File: src/hw/dual_issue_pkg.sv
package dual_issue_pkg;

    //////////////////////////////
    // Widths
    //////////////////////////////
    typedef logic [31:0] inst_word_t;
    typedef logic [31:0] pc_t;
    typedef logic [4:0]  reg_addr_t;
    typedef logic [5:0]  opcode_t;

    localparam int DEFAULT_QUEUE_DEPTH = 8;  // Must be a power of two, at least 2.

    //////////////////////////////
    // Encodings
    //////////////////////////////
    localparam opcode_t SPECIAL = 6'b000000;
    localparam opcode_t REGIMM  = 6'b000001;
    localparam opcode_t J       = 6'b000010;
    localparam opcode_t JAL     = 6'b000011;
    localparam opcode_t BEQ     = 6'b000100;
    localparam opcode_t BNE     = 6'b000101;
    localparam opcode_t BLEZ    = 6'b000110;
    localparam opcode_t BGTZ    = 6'b000111;
    localparam opcode_t ADDIU   = 6'b001001;
    localparam opcode_t SLTI    = 6'b001010;
    localparam opcode_t ANDI    = 6'b001100;
    localparam opcode_t ORI     = 6'b001101;
    localparam opcode_t LUI     = 6'b001111;
    localparam opcode_t COP0    = 6'b010000;
    localparam opcode_t LB      = 6'b100000;
    localparam opcode_t LW      = 6'b100011;
    localparam opcode_t LBU     = 6'b100100;
    localparam opcode_t SB      = 6'b101000;
    localparam opcode_t SW      = 6'b101011;

    // Function field of SPECIAL instructions.
    localparam logic [5:0] SLL     = 6'b000000;
    localparam logic [5:0] JR      = 6'b001000;
    localparam logic [5:0] JALR    = 6'b001001;
    localparam logic [5:0] SYSCALL = 6'b001100;
    localparam logic [5:0] BREAK   = 6'b001101;
    localparam logic [5:0] MFHI    = 6'b010000;
    localparam logic [5:0] MFLO    = 6'b010010;
    localparam logic [5:0] MULT    = 6'b011000;
    localparam logic [5:0] MULTU   = 6'b011001;
    localparam logic [5:0] DIV     = 6'b011010;
    localparam logic [5:0] DIVU    = 6'b011011;
    localparam logic [5:0] ADDU    = 6'b100001;
    localparam logic [5:0] SUBU    = 6'b100011;
    localparam logic [5:0] AND     = 6'b100100;
    localparam logic [5:0] OR      = 6'b100101;
    localparam logic [5:0] SLT     = 6'b101010;

    localparam inst_word_t ERET_WORD = 32'h4200_0018;

    //////////////////////////////
    // Records
    //////////////////////////////
    typedef struct packed {
        pc_t        pc;
        inst_word_t word;
    } fetch_entry_t;

    typedef struct packed {
        opcode_t   op;
        reg_addr_t rs;                 // Zero when the field is not read.
        reg_addr_t rt;
        logic      reg_wen;
        reg_addr_t reg_waddr;
        logic      mem_en;
        logic      mem_to_reg;
        logic      is_branch;
        logic      is_spec_inst;
        logic      is_only_in_master;
    } decoded_t;

    typedef struct packed {
        logic      valid;
        logic      mem_to_reg;
        reg_addr_t reg_waddr;
    } exec_rec_t;

    typedef struct packed {
        fetch_entry_t master;
        fetch_entry_t slave;
        logic         slave_valid;
        logic         slave_in_delayslot;
    } issue_bundle_t;

endpackage

File: src/hw/inst_queue.sv
`timescale 1ns/1ps

module inst_queue #(
    parameter int QUEUE_DEPTH = dual_issue_pkg::DEFAULT_QUEUE_DEPTH
) (
    input  logic                         clk,
    input  logic                         reset,
    input  logic                         in_valid,
    input  dual_issue_pkg::fetch_entry_t in_entry,
    output logic                         in_ready,
    output dual_issue_pkg::fetch_entry_t head0,
    output dual_issue_pkg::fetch_entry_t head1,
    output logic                         empty,
    output logic                         almost_empty,
    input  logic                         pop_one,
    input  logic                         pop_two
);
    import dual_issue_pkg::*;

    localparam int PTR_W = $clog2(QUEUE_DEPTH);
    localparam int CNT_W = $clog2(QUEUE_DEPTH + 1);

    typedef logic [PTR_W-1:0] ptr_t;
    typedef logic [CNT_W-1:0] cnt_t;

    //////////////////////////////
    // Storage and pointers
    //////////////////////////////
    fetch_entry_t mem [QUEUE_DEPTH];

    ptr_t       wr_ptr;
    ptr_t       rd_ptr;
    ptr_t       rd_ptr_plus1;
    cnt_t       count;
    logic       push;
    logic [1:0] pop_num;

    // Full only when every slot holds an entry that has not been issued.
    assign in_ready = (count < cnt_t'(QUEUE_DEPTH));
    assign push     = in_valid & in_ready;

    // The issue stage never asks for more entries than are present.
    assign pop_num = pop_two ? 2'd2 : (pop_one ? 2'd1 : 2'd0);

    assign empty        = (count == '0);
    assign almost_empty = (count == cnt_t'(1));

    // The pointer wraps on its own since the depth is a power of two.
    assign rd_ptr_plus1 = rd_ptr + ptr_t'(1);

    // The two oldest entries are always visible since the queue falls through.
    assign head0 = mem[rd_ptr];
    assign head1 = mem[rd_ptr_plus1];  // Stale while fewer than two entries wait.

    //////////////////////////////
    // Write side
    //////////////////////////////
    always_ff @(posedge clk) begin
        if (push) begin
            mem[wr_ptr] <= in_entry;
        end
    end

    //////////////////////////////
    // Pointer and count update
    //////////////////////////////
    always_ff @(posedge clk) begin
        if (reset) begin
            wr_ptr <= '0;
            rd_ptr <= '0;
            count  <= '0;
        end else begin
            if (push) begin
                wr_ptr <= wr_ptr + ptr_t'(1);
            end
            rd_ptr <= rd_ptr + ptr_t'(pop_num);  // Advances by 0, 1 or 2.
            // A push and a pop in the same cycle cancel out in the count.
            count  <= count + cnt_t'(push) - cnt_t'(pop_num);
        end
    end

endmodule

File: src/hw/inst_decode.sv
`timescale 1ns/1ps

module inst_decode (
    input  dual_issue_pkg::inst_word_t word,
    output dual_issue_pkg::decoded_t   dec
);
    import dual_issue_pkg::*;

    localparam reg_addr_t LINK_REG = 5'd31;

    opcode_t    op;
    logic [5:0] funct;
    reg_addr_t  rs_f;
    reg_addr_t  rt_f;
    reg_addr_t  rd_f;

    assign op    = word[31:26];
    assign rs_f  = word[25:21];
    assign rt_f  = word[20:16];
    assign rd_f  = word[15:11];
    assign funct = word[5:0];

    // Source fields are only reported when the instruction reads them.
    always_comb begin
        dec    = '0;
        dec.op = op;
        case (op)
            SPECIAL: begin
                case (funct)
                    ADDU, SUBU, AND, OR, SLT: begin
                        dec.rs        = rs_f;
                        dec.rt        = rt_f;
                        dec.reg_wen   = 1'b1;
                        dec.reg_waddr = rd_f;
                    end
                    SLL: begin
                        dec.rt        = rt_f;  // A nop lands here with rd zero.
                        dec.reg_wen   = 1'b1;
                        dec.reg_waddr = rd_f;
                    end
                    JR: begin
                        dec.rs        = rs_f;
                        dec.is_branch = 1'b1;
                    end
                    JALR: begin
                        dec.rs        = rs_f;
                        dec.reg_wen   = 1'b1;
                        dec.reg_waddr = rd_f;
                        dec.is_branch = 1'b1;
                    end
                    SYSCALL, BREAK: dec.is_spec_inst = 1'b1;
                    MULT, MULTU, DIV, DIVU: begin
                        dec.rs                = rs_f;
                        dec.rt                = rt_f;
                        dec.is_only_in_master = 1'b1;  // HI/LO unit sits in the master pipe.
                    end
                    MFHI, MFLO: begin
                        dec.reg_wen           = 1'b1;
                        dec.reg_waddr         = rd_f;
                        dec.is_only_in_master = 1'b1;
                    end
                    default: ;
                endcase
            end
            REGIMM: begin
                dec.rs        = rs_f;
                dec.is_branch = 1'b1;
                // The and-link forms set bit 4 of the rt field.
                if (rt_f[4]) begin
                    dec.reg_wen   = 1'b1;
                    dec.reg_waddr = LINK_REG;
                end
            end
            J: dec.is_branch = 1'b1;
            JAL: begin
                dec.is_branch = 1'b1;
                dec.reg_wen   = 1'b1;
                dec.reg_waddr = LINK_REG;
            end
            BEQ, BNE: begin
                dec.rs        = rs_f;
                dec.rt        = rt_f;
                dec.is_branch = 1'b1;
            end
            BLEZ, BGTZ: begin
                dec.rs        = rs_f;
                dec.is_branch = 1'b1;
            end
            ADDIU, SLTI, ANDI, ORI: begin
                dec.rs        = rs_f;
                dec.reg_wen   = 1'b1;
                dec.reg_waddr = rt_f;
            end
            LUI: begin
                dec.reg_wen   = 1'b1;
                dec.reg_waddr = rt_f;
            end
            LW, LB, LBU: begin
                dec.rs         = rs_f;
                dec.reg_wen    = 1'b1;
                dec.reg_waddr  = rt_f;
                dec.mem_en     = 1'b1;
                dec.mem_to_reg = 1'b1;
            end
            SW, SB: begin
                dec.rs     = rs_f;
                dec.rt     = rt_f;  // Store data.
                dec.mem_en = 1'b1;
            end
            COP0: begin
                dec.is_only_in_master = 1'b1;
                if (word == ERET_WORD) begin
                    dec.is_spec_inst = 1'b1;
                end else if (rs_f == 5'b00000) begin  // mfc0 writes rt.
                    dec.reg_wen   = 1'b1;
                    dec.reg_waddr = rt_f;
                end else if (rs_f == 5'b00100) begin  // mtc0 reads rt.
                    dec.rt = rt_f;
                end
            end
            default: ;
        endcase
    end

endmodule

File: src/hw/issue_ctrl.sv
`timescale 1ns/1ps

module issue_ctrl (
    input  logic                      master_en,
    input  dual_issue_pkg::decoded_t  master_dec,
    input  dual_issue_pkg::decoded_t  slave_dec,
    input  dual_issue_pkg::exec_rec_t exec_rec,
    input  logic                      fifo_empty,
    input  logic                      fifo_almost_empty,
    output logic                      slave_en,
    output logic                      slave_in_delayslot
);
    import dual_issue_pkg::*;

    logic      fifo_short;
    logic      load_stall;
    logic      struct_conflict;
    logic      flush_block;
    logic      master_writes;
    reg_addr_t master_dst;

    //////////////////////////////
    // Blocking conditions
    //////////////////////////////

    // A pair needs two words in the queue.
    assign fifo_short = fifo_empty | fifo_almost_empty;

    // Only one memory port exists.
    assign struct_conflict = master_dec.mem_en & slave_dec.mem_en;

    // Branches stay in the master slot, and a special instruction issues alone
    // so that the exception flush never has to split a pair.
    assign flush_block = slave_dec.is_branch | master_dec.is_spec_inst |
                         slave_dec.is_spec_inst;

    // The load issued as master last cycle has no data yet for the slave.
    assign load_stall = exec_rec.valid & exec_rec.mem_to_reg & (|exec_rec.reg_waddr) &
                        (((|slave_dec.rs) & (slave_dec.rs == exec_rec.reg_waddr)) |
                         ((|slave_dec.rt) & (slave_dec.rt == exec_rec.reg_waddr)));

    assign master_dst    = master_dec.reg_waddr;
    assign master_writes = master_dec.reg_wen & (master_dst != '0);

    //////////////////////////////
    // Slave enable
    //////////////////////////////
    always_comb begin
        if (!master_en || fifo_short || load_stall || flush_block ||
            slave_dec.is_only_in_master || struct_conflict) begin
            slave_en = 1'b0;
        end else if (master_writes) begin
            // Both source fields must be nonzero and clear of the master's target.
            slave_en = (|slave_dec.rs) && (slave_dec.rs != master_dst) &&
                       (|slave_dec.rt) && (slave_dec.rt != master_dst);
        end else begin
            slave_en = 1'b1;
        end
    end

    // A slave behind a branch or jump executes as its delay slot.
    assign slave_in_delayslot = master_dec.is_branch & slave_en;

endmodule

File: src/hw/issue_stage.sv
`timescale 1ns/1ps

module issue_stage (
    input  logic                          clk,
    input  logic                          reset,
    input  dual_issue_pkg::fetch_entry_t  head0,
    input  dual_issue_pkg::fetch_entry_t  head1,
    input  logic                          empty,
    input  dual_issue_pkg::decoded_t      master_dec,
    input  logic                          slave_en,
    input  logic                          slave_in_delayslot,
    output logic                          master_en,
    output dual_issue_pkg::exec_rec_t     exec_rec,
    output logic                          issue_valid,
    output dual_issue_pkg::issue_bundle_t issue_bundle,
    input  logic                          issue_ready,
    output logic                          pop_one,
    output logic                          pop_two
);
    import dual_issue_pkg::*;

    logic      accept;
    exec_rec_t exec_nxt;

    //////////////////////////////
    // Issue handshake
    //////////////////////////////

    // Any waiting word can go out as a master on its own.
    assign issue_valid = ~empty;

    // The downstream pipeline accepting this cycle is what lets the master move.
    assign master_en = issue_ready;

    assign accept = issue_valid & issue_ready;

    //////////////////////////////
    // Outgoing bundle
    //////////////////////////////
    always_comb begin
        issue_bundle.master             = head0;
        issue_bundle.slave              = head1;
        issue_bundle.slave_valid        = slave_en;
        issue_bundle.slave_in_delayslot = slave_in_delayslot;
    end

    //////////////////////////////
    // Queue pop
    //////////////////////////////

    // slave_en already implies two entries are present.
    assign pop_two = accept & slave_en;
    assign pop_one = accept & ~slave_en;

    //////////////////////////////
    // Execute-stage record
    //////////////////////////////

    // The record tracks the master that moves to execute on this edge.
    // A cycle without an accepted pair leaves a bubble in execute.
    always_comb begin
        exec_nxt = '0;
        if (accept) begin
            exec_nxt.valid      = 1'b1;
            exec_nxt.mem_to_reg = master_dec.mem_to_reg;
            exec_nxt.reg_waddr  = master_dec.reg_waddr;
        end
    end

    always_ff @(posedge clk) begin
        if (reset) begin
            exec_rec <= '0;
        end else begin
            exec_rec <= exec_nxt;  // Bubble clears the record.
        end
    end

endmodule

File: src/hw/dual_issue_top.sv
`timescale 1ns/1ps

module dual_issue_top #(
    parameter int QUEUE_DEPTH = dual_issue_pkg::DEFAULT_QUEUE_DEPTH
) (
    input  logic                          clk,
    input  logic                          reset,
    input  logic                          in_valid,
    input  dual_issue_pkg::fetch_entry_t  in_entry,
    output logic                          in_ready,
    output logic                          issue_valid,
    output dual_issue_pkg::issue_bundle_t issue_bundle,
    input  logic                          issue_ready
);
    import dual_issue_pkg::*;

    fetch_entry_t head0;
    fetch_entry_t head1;
    logic         empty;
    logic         almost_empty;
    logic         pop_one;
    logic         pop_two;
    decoded_t     master_dec;
    decoded_t     slave_dec;
    exec_rec_t    exec_rec;
    logic         master_en;
    logic         slave_en;
    logic         slave_in_delayslot;

    inst_queue #(.QUEUE_DEPTH(QUEUE_DEPTH)) i_queue (
        .clk, .reset, .in_valid, .in_entry, .in_ready,
        .head0, .head1, .empty, .almost_empty, .pop_one, .pop_two
    );

    // Master slot decodes the oldest word, slave slot the one behind it.
    inst_decode i_dec_master (.word(head0.word), .dec(master_dec));
    inst_decode i_dec_slave  (.word(head1.word), .dec(slave_dec));

    issue_ctrl i_issue_ctrl (
        .master_en, .master_dec, .slave_dec, .exec_rec,
        .fifo_empty(empty), .fifo_almost_empty(almost_empty),
        .slave_en, .slave_in_delayslot
    );

    issue_stage i_issue_stage (
        .clk, .reset, .head0, .head1, .empty, .master_dec,
        .slave_en, .slave_in_delayslot, .master_en, .exec_rec,
        .issue_valid, .issue_bundle, .issue_ready, .pop_one, .pop_two
    );

endmodule

File: config.mk
export PLATFORM = sky130hd
export DESIGN_NAME = dual_issue_top
export DESIGN_NICKNAME = d
export VERILOG_FILES = /design/src/hw/dual_issue_pkg.sv /design/src/hw/inst_queue.sv /design/src/hw/inst_decode.sv /design/src/hw/issue_ctrl.sv /design/src/hw/issue_stage.sv /design/src/hw/dual_issue_top.sv
export SDC_FILE = /design/constraint.sdc
export NUM_CORES = 1
export LEC_CHECK = 0
export ABC_AREA = 0
export BUFFER_PORTS_ARGS = -buffer_cell sky130_fd_sc_hd__buf_2
export CORE_MARGIN = 1.5
export CORE_UTILIZATION = 55
export CTS_CLUSTER_SIZE = 28
export DETAILED_ROUTE_END_ITERATION = 10
export GPL_TIMING_DRIVEN = 0
export PLACE_DENSITY = 0.87
export RECOVER_POWER = 25
export SLEW_MARGIN = 0
export SYNTH_ARGS = -nofsm -noshare
export SYNTH_HDL_FRONTEND = slang
export SYNTH_SLANG_ARGS = --single-unit
File: constraint.sdc
create_clock -name clk -period 6.99 [get_ports clk]
set_clock_uncertainty 0.2 [all_clocks]
set_input_delay 1.398 -clock clk [delete_from_list [all_inputs] [get_ports clk]]
set_output_delay 1.398 -clock clk [all_outputs]
set_load 0.005 [all_outputs]
Yosys cells after proc, flatten, opt, wreduce, memory -nomap -nowiden --
Memories as Yosys holds them, arrays and structs flattened. A register that Yosys moved wholly into a read port is not among the register bits. Index checks and enable logic that the tools add are counted.
Cells by class: add/subtract/negate cells 5, $lt $le $gt $ge 1, equal/unequal tests 73, muxes and demuxes 36, bitwise operators 19, reduce and logical (&&, ||, !) cells 38
Operators by type and width (count):
- 6-bit equality test, second input constant | 20
- 6-bit by 4-bit equality test with 1-bit output, second input constant | 17
- 6-bit by 5-bit equality test with 1-bit output, second input constant | 14
- 32-bit by 31-bit equality test with 1-bit output, second input constant | 2
- 6-bit by 3-bit equality test with 1-bit output, second input constant | 8
- 6-bit 2-to-1 mux | 5
- 6-bit one-hot mux with 5 select lines | 1
- 5-bit OR reduction | 5
- 6-bit by 2-bit equality test with 1-bit output, second input constant | 4
- 6-bit zero test | 4
- 5-bit 2-to-1 mux | 4
- 1-bit 2-to-1 mux | 16
- 5-bit one-hot mux with 3 select lines | 1
- 14-bit OR reduction | 1
- 7-bit OR reduction | 2
- 1-bit bitwise AND | 12
- 6-bit by 1-bit equality test with 1-bit output, second input constant | 2
- 6-bit OR reduction | 2
- 11-bit 2-to-1 mux | 1
- 11-bit OR reduction | 1
- 5-bit equality test | 2
- 5-bit zero test | 2
- 5-bit != test | 2
- 5-bit one-hot mux with 2 select lines | 1
- other kinds (25) | 43
Word-level totals: register bits after elaboration 17, RAM bits 512, output and inout port bits 132, word-level logic and storage cells 179, memories 1
Memories:
- i_queue.mem | depth 8, width 64, rd ports 2, clocked after memory_dff 1, wr ports 1, RTL line inst_queue.sv:29 | fetch_entry_t mem [QUEUE_DEPTH];

Depth between registers and ports, before layout --
An unclocked memory read counts as a cell.
depth after elaboration 22, gate-level depth with buffers 25, gate-level depth less buffers 20

Cells and area by module --
Synthesis repeated with hierarchy kept, for this count alone.
Unflattened totals: cells, all modules 1496, area total of the unflattened synthesis 26925.8 um2
Modules (own cells, without submodules):
- inst_queue | times used 1, cells each 1037, area an instance 23587.6 um2, sequential area each 15574.9 um2
- inst_decode | times used 2, cells each 133, area an instance 887.1 um2, sequential area each 0.0 um2
- issue_stage | times used 1, cells each 148, area an instance 1227.4 um2, sequential area each 140.1 um2
- issue_ctrl | times used 1, cells each 45, area an instance 336.6 um2, sequential area each 0.0 um2

Worst setup path after synthesis --
Ideal clock, no wire load.
path type input port to flip-flop, from input in_valid, to memory i_queue.mem[0][0] in the netlist's numbering (enable), library setup time 0.565 ns, data arrival time 6.233 ns, data required time 6.225 ns, slack -0.008 ns, cell stages on the path 4, cell sequence nor2b_1 > clkbuf_1 > nand2b_1 > nor3_1
Between the ends: longest elaborated chain between the ends 3
Ends and longest elaborated chain:
- start, declared | RTL line dual_issue_top.sv:8 | input logic in_valid,
- 1-bit bitwise AND | RTL line inst_queue.sv:40 | assign push = in_valid & in_ready;
- net i_queue.push | RTL line inst_queue.sv:35 | logic push;
- 1-bit 2-to-1 mux | RTL line inst_queue.sv:59 | if (push) begin
- 1-bit 2-to-1 mux (implied by the code) | RTL line inst_queue.sv:60 | mem[wr_ptr] <= in_entry;
- end, declared | RTL line inst_queue.sv:29
The timed path passes the listed nets, and every way through them passes these cells.

Final worst setup path --
from register i_queue.rd_ptr[2], to output issue_bundle[1] in the netlist's numbering
Between the ends: longest elaborated chain between the ends 16, elaborated cells on any way between the ends 84
Ends and longest elaborated chain:
- start, declared | RTL line inst_queue.sv:32 | ptr_t rd_ptr;
- start signal, assigned | RTL line inst_queue.sv:76 | rd_ptr <= rd_ptr + ptr_t'(pop_num);
- 3-bit by 1-bit adder with 3-bit output (*) | RTL line inst_queue.sv:49 | assign rd_ptr_plus1 = rd_ptr + ptr_t'(1);
- memory 8 x 64 bit (*)
- 5-bit by 3-bit equality test with 1-bit output | RTL line inst_decode.sv:117 | end else if (rs_f == 5'b00100) begin
- 5-bit 2-to-1 mux | RTL line inst_decode.sv:117
- 5-bit 2-to-1 mux | RTL line inst_decode.sv:114 | end else if (rs_f == 5'b00000) begin
- 11-bit 2-to-1 mux | RTL line inst_decode.sv:112 | if (word == ERET_WORD) begin
- 5-bit one-hot mux with 3 select lines | RTL line inst_decode.sv:27 | case (op)
- 5-bit equality test or 5-bit OR reduction (tied branches) | RTL line issue_ctrl.sv:40, issue_ctrl.sv:55
- 1-bit bitwise AND | RTL line issue_ctrl.sv:40 | ((|slave_dec.rt) & (slave_dec.rt == exec_rec.reg_waddr)));
- 1-bit OR | RTL line issue_ctrl.sv:39 | (((|slave_dec.rs) & (slave_dec.rs == exec_rec.reg_waddr)) |
- 1-bit bitwise AND | RTL line issue_ctrl.sv:38 | assign load_stall = exec_rec.valid & exec_rec.mem_to_reg & (|exec_rec.reg_waddr) &
- 1-bit logical OR (3 in series) | RTL line issue_ctrl.sv:49 | if (!master_en || fifo_short || load_stall || flush_block ||
- 1-bit logical OR | RTL line issue_ctrl.sv:50 | slave_dec.is_only_in_master || struct_conflict) begin
- 1-bit 2-to-1 mux (*) | RTL line issue_ctrl.sv:49
- end, declared | RTL line dual_issue_top.sv:12 | output dual_issue_pkg::issue_bundle_t issue_bundle,
Mark *: on every way between the ends. The rest lies on a longest branch, timed or not.

==> impl_results.md <==
* Syn Area/Cell at about 18 um2
* Clock Pin Slew Worst Setup and Hold Paths at roughly 0.06 ns
* Slew headroom at 0.270
* Fin nets at ~1800
* Antenna violations before repair at 9
* Power density cells at roughly 380 nW/um2
* Met2 routed WL at ~33 mm
* Sw power at between 3 and 4 mW
* Post-synthesis cell count at 1400
* Syn Nets at 1479
* FMAX at ~0.15 GHz
* Status: completed
* Cts hold-fix bufs at 0
* Area grow syn2layout at 16.7%
* Router iterations before antenna repair at 5
* Die width at ~220 um
* Clock power share at 0.246
* DP Area at approximately 28000 um2
* Dpl ws at roughly 0.20 ns
* Crit path required time at between 5 and 6 ns
* Placed Cells at ~2200
* Drc violations at 0
* Global-route wire length before repair at around 99 mm
* Largest net degree at the start of global routing at 24
* H-tree depth at 2
* Routed vias/inst at approximately 6.7
* Commonest non-fill, non-tap cell in the layout: edfxtp_1
* Post-layout util at 0.651
* Slowest CP cell: mux2i_1
* GPL Wtd Cong at between 0.9 and 1
* WL met1 at approximately 23 mm
* Lkg Pwr at 9.74 nW
* Post-synth EDFFs at around 510
* Max FO, Critical Path at 10
* Synth Cell Area at 25300 um2
* Met3 routed WL at just under 8 mm
* Initial Util at 0.558
* Number of fillers in the final layout at 2932
* YS warnings at 0
* Post-detail-place hpwl at 45.1 mm
* Most used cell, CP: buf_2
* Share of layout cells above drive strength 1 at 0.378
* Most frequent cells in the layout: edfxtp_1, mux4_2, buf_2
* Data arrival, critical path at a little over 5 ns
* Finished Layout Cells at 2328
* Combinational power share at 0.423
* GRT Total Usage at 0.286
* Crit path max-delay family: buffers and inverters
* Row Count at a little under 80
* Sequential fraction of the synthesis area at 0.621
* Hold Crit Class: reg2reg
* Storage element area at between 15000 and 20000 um2
* Die H at roughly 220 um
* CTS Sinks at 529
* Later-pin clock latency in the skew report at about 0.60 ns
* Minimum clock period at 6.76 ns
* # IOs at 200
* Critical path startpoint category: register
* Area occupied by multi-input gates at about 9000 um2
* Grt ovf at 0
* Worst setup margin at between 0.2 and 0.25 ns
* ANT nets after route at 0
* CP Capture Type: output port
* Min Hold Slack at around 0.35 ns
* Die area at about 47000 um2
* Highest layer used for signal routing: met5
* FF+latch count, synth at 529
* Port Buffers at between 150 and 200
* Post-synth ARST share at 0
* Clk buf depth at 3
* Setup TNS at 0 ns
* Final hold violation count at 0
* Sw Share at 0.342
* Netlist cell types at just over 70
* Critical path buffers and inverters at 6
* Worst path max stage delay at 0.48 ns
* Initial drt markers at between 1500 and 2000
* Final design area excluding fillers at 29500 um2
* CTS root buffer: clkbuf_16
* Top_reg_cell synth: edfxtp_1
* CTS buffer count at 53
* Overall power at 11.3 mW
* Max-cap violation count at 0
* DRT Wirelength at roughly 67 mm
* Slew @ Worst Pin at about 1.1 ns
* Critical path class: reg2out
* Fin crit share at 0.966
* Seq pwr share at 0.331
* # setup viols final at 0
* DR vias at between 15000 and 20000
* Peak supply drop at between 0.0002 and 0.0003 V
* Number of global-route vias before repair at 15911
* Internal power at 7.47 mW
* Core footprint at 45400 um2
* Wire per inst at roughly 29 um
* Slew Viols, Final at 0
* TritonCTS clock tree: done
* Critical Path, Cell by Cell: buf_2 -> buf_4 -> buf_2 -> mux4_2 -> mux2i_1 -> nand4_1 -> o31ai_2 -> o211ai_1 -> and2_1 -> clkbuf_1 -> xnor2_1 -> nor4b_1 -> o311ai_2 -> a21o_1 -> buf_4 -> buf_2
==> final timing paths <==
| path | startpoint | to | slack (ns) | depth (start not counted) |
|---|---|---|---|---|
| worst min register to register | i_queue.wr_ptr[2] | i_queue.wr_ptr[2] | 0.35 | 2 |
| worst max register to register | i_queue.rd_ptr[0] | i_queue.count[2] | 1.01 | 21 |
| worst min-delay path | i_queue.wr_ptr[2] | i_queue.wr_ptr[2] | 0.35 | 2 |
| worst max-delay path | i_queue.rd_ptr[2] | issue_bundle[1] | 0.23 | 16 |
==> synth_stat cells (3+ instances only) <==
| master | count | area [um2] |
|---|---|---|
| mux2_1 | 7 | 78.8 |
| or3_1 | 4 | 25.0 |
| nor3_2 | 3 | 30.0 |
| nor2b_1 | 4 | 25.0 |
| dfxtp_1 | 17 | 340 |
| ha_1 | 9 | 113 |
| nand4b_1 | 4 | 35.0 |
| and3_1 | 4 | 25.0 |
| a21o_1 | 3 | 22.5 |
| nand3_1 | 13 | 65.1 |
| and2_1 | 5 | 31.3 |
| mux2i_1 | 41 | 410 |
| buf_2 | 17 | 85.1 |
| nand4_1 | 5 | 31.3 |
| nand2b_1 | 5 | 31.3 |
| nor4_1 | 8 | 50.1 |
| inv_1 | 34 | 128 |
| buf_1 | 22 | 82.6 |
| o211ai_1 | 6 | 45.0 |
| nor3_1 | 22 | 110 |
| o21ai_0 | 7 | 35.0 |
| o21a_1 | 4 | 30.0 |
| mux2_2 | 62 | 698 |
| a21oi_1 | 17 | 85.1 |
| xnor2_1 | 12 | 105 |
| inv_2 | 5 | 18.8 |
| buf_4 | 13 | 97.6 |
| nor2_1 | 37 | 139 |
| or4_1 | 6 | 45.0 |
| a211oi_1 | 5 | 37.5 |
| clkbuf_1 | 32 | 120 |
| buf_6 | 5 | 56.3 |
| mux4_2 | 247 | 5560 |
| edfxtp_1 | 512 | 15400 |
| o22ai_1 | 3 | 18.8 |
| nand2_1 | 150 | 563 |
| xor2_1 | 6 | 52.6 |
==> kinds of logic (layout without fill, tap and decap cells) <==
family	after synthesis	in the layout	synth area share
AO/OA/AOI/OAI	68	68	0.0198
XOR/XNOR	20	20	0.00751
adder cells (fa/ha/maj)	12	12	0.00643
buffers and inverters	131	456	0.0252
other	0	3	0
flip-flops	529	529	0.621
AND/OR/NAND/NOR	279	279	0.0508
multiplexers	361	361	0.270
==> layout make-up <==
| type | count | share of cell area |
|---|---|---|
| antenna | 3 | 0.000254 |
| buffer | 90 | 0.0171 |
| clock buffer | 68 | 0.0468 |
| clock inverter | 26 | 0.00957 |
| inverter | 39 | 0.00495 |
| multi-input combinational | 740 | 0.309 |
| sequential | 529 | 0.532 |
| tap | 600 | 0.0254 |
| timing repair buffer | 233 | 0.0552 |
==> worst min-delay path, cell delays in order (launching register included) <==
cell and delay [ns]:
dfxtp_1 0.36, xor2_1 0.08, nor2_1 0.07
==> power by group through the flow <==
stage / Clock [mW] / Sequential, mW / Combinational (mW)
floorplan: 0 / 3.80 / 3.06
global placement: 0 / 3.83 / 4.46
detailed placement: 0 / 3.82 / 4.65
CTS: 2.80 / 3.76 / 4.69
global route: 2.92 / 3.77 / 5.10
finish: 2.79 / 3.76 / 4.80
==> flip-flops by register name, indices dropped and copies added (netlist names) <==
name / cells
i_queue.wr_ptr: 3
i_queue.rd_ptr: 3
i_issue_stage.exec_rec: 7
i_queue.count: 4
i_queue.mem: 512
==> what timing repair did <==
action,in CTS,in global routing
setup endpoints to repair,17,2
setup buffers,0,6
gates resized for setup,8,21
pin swaps,0,1
==> layer usage <==
| metal | up-vias | GRT usage |
|---|---|---|
| met5 | - | 0 |
| met4 | 12 | 0.102 |
| met3 | 190 | 0.0690 |
| met2 | 1049 | 0.477 |
| met1 | 7897 | 0.367 |
| li1 | 6337 | - |
No activity file was read; power rests on OpenSTA's default activity.
